===== config.mk =====
export PLATFORM = sky130hd
export DESIGN_NAME = io_top
export DESIGN_NICKNAME = d
export VERILOG_FILES = /design/src/io_pkg.sv /design/src/io_capture.sv /design/src/gpio_bank.sv /design/src/task_table.sv /design/src/io_readback.sv /design/src/io_top.sv
export SDC_FILE = /design/constraint.sdc
export NUM_CORES = 1
export LEC_CHECK = 0
export ABC_CLOCK_PERIOD_IN_PS = 1900
export BUFFER_PORTS_ARGS = -buffer_cell sky130_fd_sc_hd__buf_4
export CELL_PAD_IN_SITES_DETAIL_PLACEMENT = 0
export CELL_PAD_IN_SITES_GLOBAL_PLACEMENT = 1
export CORE_MARGIN = 2
export CORE_UTILIZATION = 37
export DETAILED_ROUTE_END_ITERATION = 8
export PLACE_DENSITY = 0.74
export SLEW_MARGIN = 40
export SYNTH_ARGS = -nofsm -noshare
export SYNTH_HDL_FRONTEND = slang
export SYNTH_SLANG_ARGS = --single-unit

===== constraint.sdc =====
create_clock -name clk -period 1.9 [get_ports clk]
set_input_delay 0.38 -clock clk [delete_from_list [all_inputs] [get_ports clk]]
set_output_delay 0.38 -clock clk [all_outputs]
set_load 0.02 [all_outputs]

===== src/io_pkg.sv =====
package io_pkg;

  // CPU bus word, used for both data and address
  typedef logic [15:0] word_t;

  // Port value, direction mask or LED byte
  typedef logic [7:0] pin_byte_t;

  // Hardware slot number of the four-slot CPU
  typedef logic [1:0] slot_t;

  // One kill request bit per slot, indexed by slot number
  typedef logic [3:0] kill_t;

  // Bit positions in the one-hot-per-device I/O address.
  // Bits 3, 11, 12 and 13 have no device behind them.
  typedef enum int unsigned {
    IO_PMOD       = 0,   // PMOD pins, read returns pads
    IO_PMOD_DIR   = 1,   // PMOD direction, 1 is output
    IO_LEDS       = 2,   // LED register
    IO_HDR1       = 4,   // HDR1 pins
    IO_HDR1_DIR   = 5,   // HDR1 direction
    IO_HDR2       = 6,   // HDR2 pins
    IO_HDR2_DIR   = 7,   // HDR2 direction
    IO_TASK1      = 8,   // Slot 1 token
    IO_TASK2      = 9,   // Slot 2 token
    IO_TASK3      = 10,  // Slot 3 token
    IO_TASK_FETCH = 14,  // Token of calling slot, write kills slots
    IO_SLOT_ID    = 15   // Number of calling slot
  } io_bit_e;

endpackage


===== src/io_capture.sv =====
`timescale 1ns/100ps

module io_capture (
  input  logic          clk,
  input  logic          resetq,
  input  logic          io_rd,     // One-cycle read strobe
  input  logic          io_wr,     // One-cycle write strobe
  input  io_pkg::word_t mem_addr,  // Bitmask address
  input  io_pkg::word_t dout,      // Write data from CPU
  input  io_pkg::slot_t io_slot,   // Slot doing the access
  output logic          rd_q,
  output logic          wr_q,
  output io_pkg::word_t wdata_q,
  output io_pkg::word_t sel_q,     // Zero when no access
  output io_pkg::slot_t slot_q
);

  import io_pkg::*;

  word_t sel_d;  // Address gated by the strobes

  // No strobe, no select bits, so idle addresses never actuate anything
  assign sel_d = (io_rd | io_wr) ? mem_addr : '0;

  // Control half of the stage
  always_ff @(posedge clk) begin
    if (!resetq) begin
      rd_q  <= 1'b0;
      wr_q  <= 1'b0;
      sel_q <= '0;
    end else begin
      rd_q  <= io_rd;
      wr_q  <= io_wr;
      sel_q <= sel_d;  // Lines up with delayed read data
    end
  end

  // Payload half, only meaningful alongside a strobe
  always_ff @(posedge clk) begin
    wdata_q <= dout;
    slot_q  <= io_slot;  // Slot ID is read back one cycle late too
  end

endmodule


===== src/gpio_bank.sv =====
`timescale 1ns/100ps

module gpio_bank (
  input  logic              clk,
  input  logic              resetq,
  input  logic              wr_q,      // Captured write strobe
  input  io_pkg::word_t     wdata_q,   // Only low byte is stored
  input  io_pkg::word_t     sel_q,     // Several regs may be hit at once
  input  io_pkg::pin_byte_t pmod_in,   // Pad inputs
  input  io_pkg::pin_byte_t hdr1_in,
  input  io_pkg::pin_byte_t hdr2_in,
  output io_pkg::pin_byte_t pmod_out,  // Output registers
  output io_pkg::pin_byte_t pmod_oe,   // Direction, 1 drives the pad
  output io_pkg::pin_byte_t hdr1_out,
  output io_pkg::pin_byte_t hdr1_oe,
  output io_pkg::pin_byte_t hdr2_out,
  output io_pkg::pin_byte_t hdr2_oe,
  output io_pkg::pin_byte_t led,
  output io_pkg::pin_byte_t pmod_rd,   // Pad read values to readback
  output io_pkg::pin_byte_t hdr1_rd,
  output io_pkg::pin_byte_t hdr2_rd
);

  import io_pkg::*;

  pin_byte_t wbyte;  // Byte written to every selected reg

  assign wbyte = wdata_q[7:0];

  // Ports read the pads, not the output registers
  assign pmod_rd = pmod_in;
  assign hdr1_rd = hdr1_in;
  assign hdr2_rd = hdr2_in;

  // Direction registers, everything comes up as input
  always_ff @(posedge clk) begin
    if (!resetq) begin
      pmod_oe <= '0;
      hdr1_oe <= '0;
      hdr2_oe <= '0;
    end else if (wr_q) begin
      if (sel_q[IO_PMOD_DIR])
        pmod_oe <= wbyte;
      if (sel_q[IO_HDR1_DIR])
        hdr1_oe <= wbyte;
      if (sel_q[IO_HDR2_DIR])
        hdr2_oe <= wbyte;
    end
  end

  // Output and LED registers
  always_ff @(posedge clk) begin
    if (!resetq) begin
      pmod_out <= '0;
      hdr1_out <= '0;
      hdr2_out <= '0;
      led      <= '0;
    end else if (wr_q) begin
      if (sel_q[IO_PMOD])
        pmod_out <= wbyte;
      if (sel_q[IO_HDR1])
        hdr1_out <= wbyte;
      if (sel_q[IO_HDR2])
        hdr2_out <= wbyte;
      if (sel_q[IO_LEDS])
        led <= wbyte;  // LEDs are always driven
    end
  end

endmodule


===== src/task_table.sv =====
`timescale 1ns/100ps

module task_table (
  input  logic          clk,
  input  logic          resetq,
  input  logic          rd_q,        // Captured read strobe
  input  logic          wr_q,        // Captured write strobe
  input  io_pkg::word_t wdata_q,
  input  io_pkg::word_t sel_q,
  input  io_pkg::slot_t slot_q,      // Slot that made the access
  output io_pkg::word_t xt1,         // Raw tokens for readback
  output io_pkg::word_t xt2,
  output io_pkg::word_t xt3,
  output io_pkg::word_t fetch_word,  // Token offered to slot_q
  output io_pkg::kill_t kill_rq      // Bit n kills slot n
);

  import io_pkg::*;

  word_t xt_q [1:3];  // Tokens of slots 1 to 3
  logic  fetch_rd;    // Read of the fetch address

  assign fetch_rd = rd_q & sel_q[IO_TASK_FETCH];

  // One token register per slot, slot 0 has none
  for (genvar s = 1; s <= 3; s++) begin : g_tok
    logic wr_hit;     // Write selects this token
    logic fetch_clr;  // Run-once token fetched by its own slot

    assign wr_hit    = wr_q & sel_q[int'(IO_TASK1) + s - 1];
    assign fetch_clr = fetch_rd & (slot_q == slot_t'(s)) & xt_q[s][0];

    always_ff @(posedge clk) begin
      if (!resetq)
        xt_q[s] <= '0;
      else if (wr_hit)
        xt_q[s] <= wdata_q;  // Write wins over a clear
      else if (fetch_clr)
        xt_q[s] <= '0;       // Odd token runs once
    end
  end

  assign xt1 = xt_q[1];
  assign xt2 = xt_q[2];
  assign xt3 = xt_q[3];

  // Valid tokens are even, bit 0 only flags run-once
  always_comb begin
    case (slot_q)
      2'd1:    fetch_word = {xt_q[1][15:1], 1'b0};
      2'd2:    fetch_word = {xt_q[2][15:1], 1'b0};
      2'd3:    fetch_word = {xt_q[3][15:1], 1'b0};
      default: fetch_word = '0;  // Slot 0 always starts from zero
    endcase
  end

  // Every write reloads the kill mask, so it clears on the next other write
  always_ff @(posedge clk) begin
    if (!resetq)
      kill_rq <= '0;
    else if (wr_q)
      kill_rq <= sel_q[IO_TASK_FETCH] ? wdata_q[3:0] : '0;
  end

endmodule


===== src/io_readback.sv =====
`timescale 1ns/100ps

module io_readback (
  input  io_pkg::word_t     sel_q,       // Captured select bits
  input  io_pkg::slot_t     slot_q,
  input  io_pkg::pin_byte_t pmod_in,     // Pad values, not out regs
  input  io_pkg::pin_byte_t pmod_oe,
  input  io_pkg::pin_byte_t led,
  input  io_pkg::pin_byte_t hdr1_in,
  input  io_pkg::pin_byte_t hdr1_oe,
  input  io_pkg::pin_byte_t hdr2_in,
  input  io_pkg::pin_byte_t hdr2_oe,
  input  io_pkg::word_t     xt1,
  input  io_pkg::word_t     xt2,
  input  io_pkg::word_t     xt3,
  input  io_pkg::word_t     fetch_word,
  output io_pkg::word_t     io_din       // CPU input word
);

  import io_pkg::*;

  // Source value if its select bit is set, else zero
  function automatic word_t pick(input logic en, input word_t val);
    return en ? val : '0;
  endfunction

  // Multi-bit selects OR their sources together
  assign io_din = pick(sel_q[IO_PMOD],       word_t'(pmod_in))
                | pick(sel_q[IO_PMOD_DIR],   word_t'(pmod_oe))
                | pick(sel_q[IO_LEDS],       word_t'(led))
                | pick(sel_q[IO_HDR1],       word_t'(hdr1_in))
                | pick(sel_q[IO_HDR1_DIR],   word_t'(hdr1_oe))
                | pick(sel_q[IO_HDR2],       word_t'(hdr2_in))
                | pick(sel_q[IO_HDR2_DIR],   word_t'(hdr2_oe))
                | pick(sel_q[IO_TASK1],      xt1)
                | pick(sel_q[IO_TASK2],      xt2)
                | pick(sel_q[IO_TASK3],      xt3)
                | pick(sel_q[IO_TASK_FETCH], fetch_word)
                | pick(sel_q[IO_SLOT_ID],    word_t'(slot_q));  // Slot ID

endmodule


===== src/io_top.sv =====
`timescale 1ns/100ps

module io_top (
  input  logic              clk,
  input  logic              resetq,
  input  logic              io_rd,
  input  logic              io_wr,
  input  io_pkg::word_t     mem_addr,
  input  io_pkg::word_t     dout,
  input  io_pkg::slot_t     io_slot,
  output io_pkg::word_t     io_din,    // Valid the cycle after the access
  input  io_pkg::pin_byte_t pmod_in,
  input  io_pkg::pin_byte_t hdr1_in,
  input  io_pkg::pin_byte_t hdr2_in,
  output io_pkg::pin_byte_t pmod_out,
  output io_pkg::pin_byte_t pmod_oe,
  output io_pkg::pin_byte_t hdr1_out,
  output io_pkg::pin_byte_t hdr1_oe,
  output io_pkg::pin_byte_t hdr2_out,
  output io_pkg::pin_byte_t hdr2_oe,
  output io_pkg::pin_byte_t led,
  output io_pkg::kill_t     kill_rq    // Slot kill requests
);

  import io_pkg::*;

  logic      rd_q;        // Captured access
  logic      wr_q;
  word_t     wdata_q;
  word_t     sel_q;
  slot_t     slot_q;
  pin_byte_t pmod_rd;     // Pad read values
  pin_byte_t hdr1_rd;
  pin_byte_t hdr2_rd;
  word_t     xt1;         // Tokens
  word_t     xt2;
  word_t     xt3;
  word_t     fetch_word;

  io_capture i_io_capture (
    .clk      (clk),      .resetq  (resetq),
    .io_rd    (io_rd),    .io_wr   (io_wr),
    .mem_addr (mem_addr), .dout    (dout),
    .io_slot  (io_slot),
    .rd_q     (rd_q),     .wr_q    (wr_q),
    .wdata_q  (wdata_q),  .sel_q   (sel_q),
    .slot_q   (slot_q)
  );

  gpio_bank i_gpio_bank (
    .clk      (clk),      .resetq   (resetq),
    .wr_q     (wr_q),     .wdata_q  (wdata_q),  .sel_q   (sel_q),
    .pmod_in  (pmod_in),  .hdr1_in  (hdr1_in),  .hdr2_in (hdr2_in),
    .pmod_out (pmod_out), .pmod_oe  (pmod_oe),
    .hdr1_out (hdr1_out), .hdr1_oe  (hdr1_oe),
    .hdr2_out (hdr2_out), .hdr2_oe  (hdr2_oe),
    .led      (led),
    .pmod_rd  (pmod_rd),  .hdr1_rd  (hdr1_rd),  .hdr2_rd (hdr2_rd)
  );

  task_table i_task_table (
    .clk     (clk),     .resetq     (resetq),
    .rd_q    (rd_q),    .wr_q       (wr_q),
    .wdata_q (wdata_q), .sel_q      (sel_q),  .slot_q (slot_q),
    .xt1     (xt1),     .xt2        (xt2),    .xt3    (xt3),
    .fetch_word (fetch_word),
    .kill_rq (kill_rq)
  );

  io_readback i_io_readback (
    .sel_q   (sel_q),   .slot_q  (slot_q),
    .pmod_in (pmod_rd), .pmod_oe (pmod_oe), .led (led),
    .hdr1_in (hdr1_rd), .hdr1_oe (hdr1_oe),
    .hdr2_in (hdr2_rd), .hdr2_oe (hdr2_oe),
    .xt1     (xt1),     .xt2     (xt2),     .xt3 (xt3),
    .fetch_word (fetch_word),
    .io_din  (io_din)
  );

endmodule


==> summary.txt <==
Placement
  – GP Congestion: just over 0.8
  – Placed Area: 7210 um2
  – Worst slack, placed: -0.0852 ns
  – Buffers on Ports: 133
  – Final HPWL DP: around 12000 um

Worst setup path
  – Crit path largest cell delay: roughly 0.37 ns
  – RR Startpoint: i_io_capture.slot_q[1]$_DFF_P_
  – Endpoint class of the critical path: primary output
  – Crit path launch type: flop
  – Crit-path slowest cell: dfxtp_4
  – CP Data Arrival Time: 1.80 ns
  – Worst EP required: approximately 1.5 ns
  – Most used cell, CP: buf_6
  – Cells along the critical path: buf_6, mux2_4, a22oi_2, o2111ai_4, buf_6
  – Crit path max fanout: 5
  – Reg-to-Reg End: i_task_table.xt_q[0][26]$_SDFFCE_PP0P_
  – Reg2reg setup slack: 0.30 ns
  – Worst reg2reg path depth: 5
  – Worst setup path category: reg -> out

Floorplan
  – Row cnt: 45
  – Core ar.: around 15000 um2
  – I/O pins: approximately 140
  – Die area: between 15000 and 20000 um2
  – Starting Density: a little under two fifths
  – Die H: 129 um
  – Die X-Extent: around 130 um

Hold path
  – Min-delay worst type: in -> reg
  – HP Start: io_slot[1]
  – Hold path endpoint: i_io_capture.slot_q[1]$_DFF_P_
  – Cell depth of the worst hold path: 1

Synthesis
  – Synth warn: 0
  – Synthesized area: around 5800 um2
  – Syn Inst Count: 556
  – #FFs+latches synth: 140
  – Sequential area share after synthesis: 56.5%
  – Avg Inst Size Synth: around 10 um2
  – Post-synth net total: slightly above 600
  – Synth cell types: 30

Power
  – Peak supply drop: 0.000671 V
  – Leak Pwr: between 3 and 4 nW
  – Total power: ~8 mW
  – Cell Pwr Density: 928 nW/um2

Layout
  – # nets final: 776
  – Share of cells above drive strength 1: 38.9%
  – Diode count: 0
  – Commonest non-fill, non-tap cell in the layout: buf_4
  – FF/Latch Area: between 3000 and 4000 um2
  – Footprint of the multi-input gates: around 2600 um2
  – Filler instances: between 1000 and 1500
  – Commonest cells after routing, fill and taps aside: buf_4, dfxtp_1, nand2_1, nand3_1, and2_1
  – Synthesis-to-finish area growth: 44.3%
  – Final Instance Area: approximately 8400 um2

Route
  – Vias/cell: between 5 and 6
  – Routed wire length: ~18000 um
  – Initial DRC count: 390
  – DRC: 0
  – Post-DRT Antenna Nets: 0
  – Via count: roughly 5000
  – Drt first pass iters: 5
  – DR WL/cell: approximately 19 um

Timing
  – Final Cycle Share: 115%
  – Hold WS: approximately 0.06 ns
  – Maximum clock frequency: 458 MHz
  – Slew HR: a little over three fifths
  – Final setup viols: 13
  – Unrepaired setup endpoints after global routing: yes
  – Worst-margin pin slew: between 0.5 and 0.6 ns
  – Period minus WS final: between 2 and 2.5 ns
  – Slew Limit Fails: 0
  – Final worst setup slack: -0.281 ns
  – Total negative slack: -2.13 ns
  – Hold Vio Cnt, Final: 0
  – Clock Skews: just over 0.009 ns

Job
  – Total of max-cap violations: 0

Clock tree
  – TritonCTS clock tree: yes
  – Root buf cell: clkbuf_16
  – Deepest level of the CTS H-tree: 4
  – Clk_lat worst skew: roughly 0.42 ns
  – Clock Path Buffers: 2
  – TritonCTS sink count: 140
  – TritonCTS Buffers: 17
  – Clock-pin transition on the worst setup and hold timing paths: approximately 0.060 ns

Global route
  – Largest net degree at the start of global routing: 72
  – Initial antenna violation count: 0
  – Total GRT Usage: a little over a fifth
  – Vias in the first global route: between 4000 and 5000
  – First-pass GRT wire length: ~27000 um
  – Congestion Overflow GR: 0

Outcome
  – Failing checks: setup timing
  – Outcome: finished with violations
[state kept, by name, summed over array words and instances, names as in the netlist, 8 cells and up]
register,flops
i_gpio_bank.hdr1_out,8
i_io_capture.sel_q,12
i_gpio_bank.hdr1_oe,8
i_gpio_bank.pmod_oe,8
i_gpio_bank.led,8
i_gpio_bank.pmod_out,8
i_gpio_bank.hdr2_oe,8
i_io_capture.wdata_q,16
i_task_table.xt_q,48
i_gpio_bank.hdr2_out,8
[per-stage QoR]
stage | instances | utilization, %
6_report | 938 | 55.0
5_1_grt | 938 | 55.0
4_1_cts | 932 | 54.1
3_5_place_dp | 893 | 47.2
3_3_place_gp | 893 | 47.2
2_1_floorplan | 556 | -
[worst max-delay path by stage]
stage                                     start                                      to  cells after the start
2_1_floorplan    i_io_capture.slot_q[1]$_DFF_P_  i_task_table.xt_q[0][16]$_SDFFCE_PP0P_                      4
3_3_place_gp                         hdr2_in[2]                               io_din[2]                      6
3_5_place_dp                         hdr2_in[4]                               io_din[4]                      6
4_1_cts          i_io_capture.slot_q[1]$_DFF_P_                               io_din[5]                      5
5_1_grt        i_io_capture.sel_q[2]$_SDFF_PN0_                               io_din[4]                      5
6_report         i_io_capture.slot_q[1]$_DFF_P_                               io_din[4]                      5
[worst max-delay path: cells and delay by family, from the launching register on]
kind	cells	cell delay, ns
DFF	1	0.37
muxes	1	0.31
buffers and inverters	2	0.30
AOI/OAI and AO/OA	2	0.38
[cell usage after synthesis (all sizes together)]
cell type / number / area (um2)
mux2i: 5 / 50.1
a22o: 15 / 131
dfxtp: 92 / 1840
nand4b: 1 / 8.76
a22oi: 23 / 173
edfxtp: 48 / 1440
a21boi: 60 / 450
o21ai: 6 / 30.0
o2111ai: 6 / 52.6
nand2b: 4 / 25.0
buf: 25 / 141
and2b: 1 / 7.51
o211ai: 4 / 30.0
nor2: 3 / 11.3
a221oi: 15 / 131
a31o: 1 / 8.76
nand2: 69 / 259
mux2: 7 / 78.8
o21a: 1 / 7.51
a222oi: 5 / 50.1
and3: 5 / 31.3
clkbuf: 27 / 101
inv: 4 / 15.0
nand3: 63 / 315
o221ai: 3 / 26.3
nor2b: 1 / 6.26
and2: 62 / 388
[cell families (layout without fill, tap and decap cells)]
kind of cell           count (synthesis)  in the layout  synth area share (%)
muxes                                 12             12                  2.22
and+or+nand+nor                      209            209                  18.1
AOI/OAI and AO/OA                    139            139                  18.8
DFF                                  140            140                  56.5
buffers and inverters                 56            227                  4.43
[power by group]
group          total [mW]  internal (mW)  switching (mW)
Clock                3.61           2.32            1.28
Combinational       0.841          0.417           0.423
Sequential           3.34           3.21           0.127
[what timing repair did]
item                                    4_1_cts  5_1_grt
endpoints found under the setup margin       16       16
hold buffers                                  0        0
gates cloned                                  0        0
pin swaps                                    20       13
setup buffers                                 8        7
resized for setup                            77       19
[area by class of cell]
type	count	area share [%]
sequential	140	39.5
multi-input combinational	360	30.7
tap	211	3.15
timing repair buffer	191	18.7
clock inverter	9	1.52
inverter	4	0.179
clock buffer	23	6.21
[metal layers]
layer	up-vias	track usage [%]	routed length, um	share of wire (%)
met5	-	0	0	0
met4	0	7.67	406	2.2
met3	32	5.49	1320	7.3
met2	208	34.1	8530	47
met1	2455	29.0	7870	43
li1	2327	-	-	-
No activity file was read; power rests on OpenSTA's default activity.
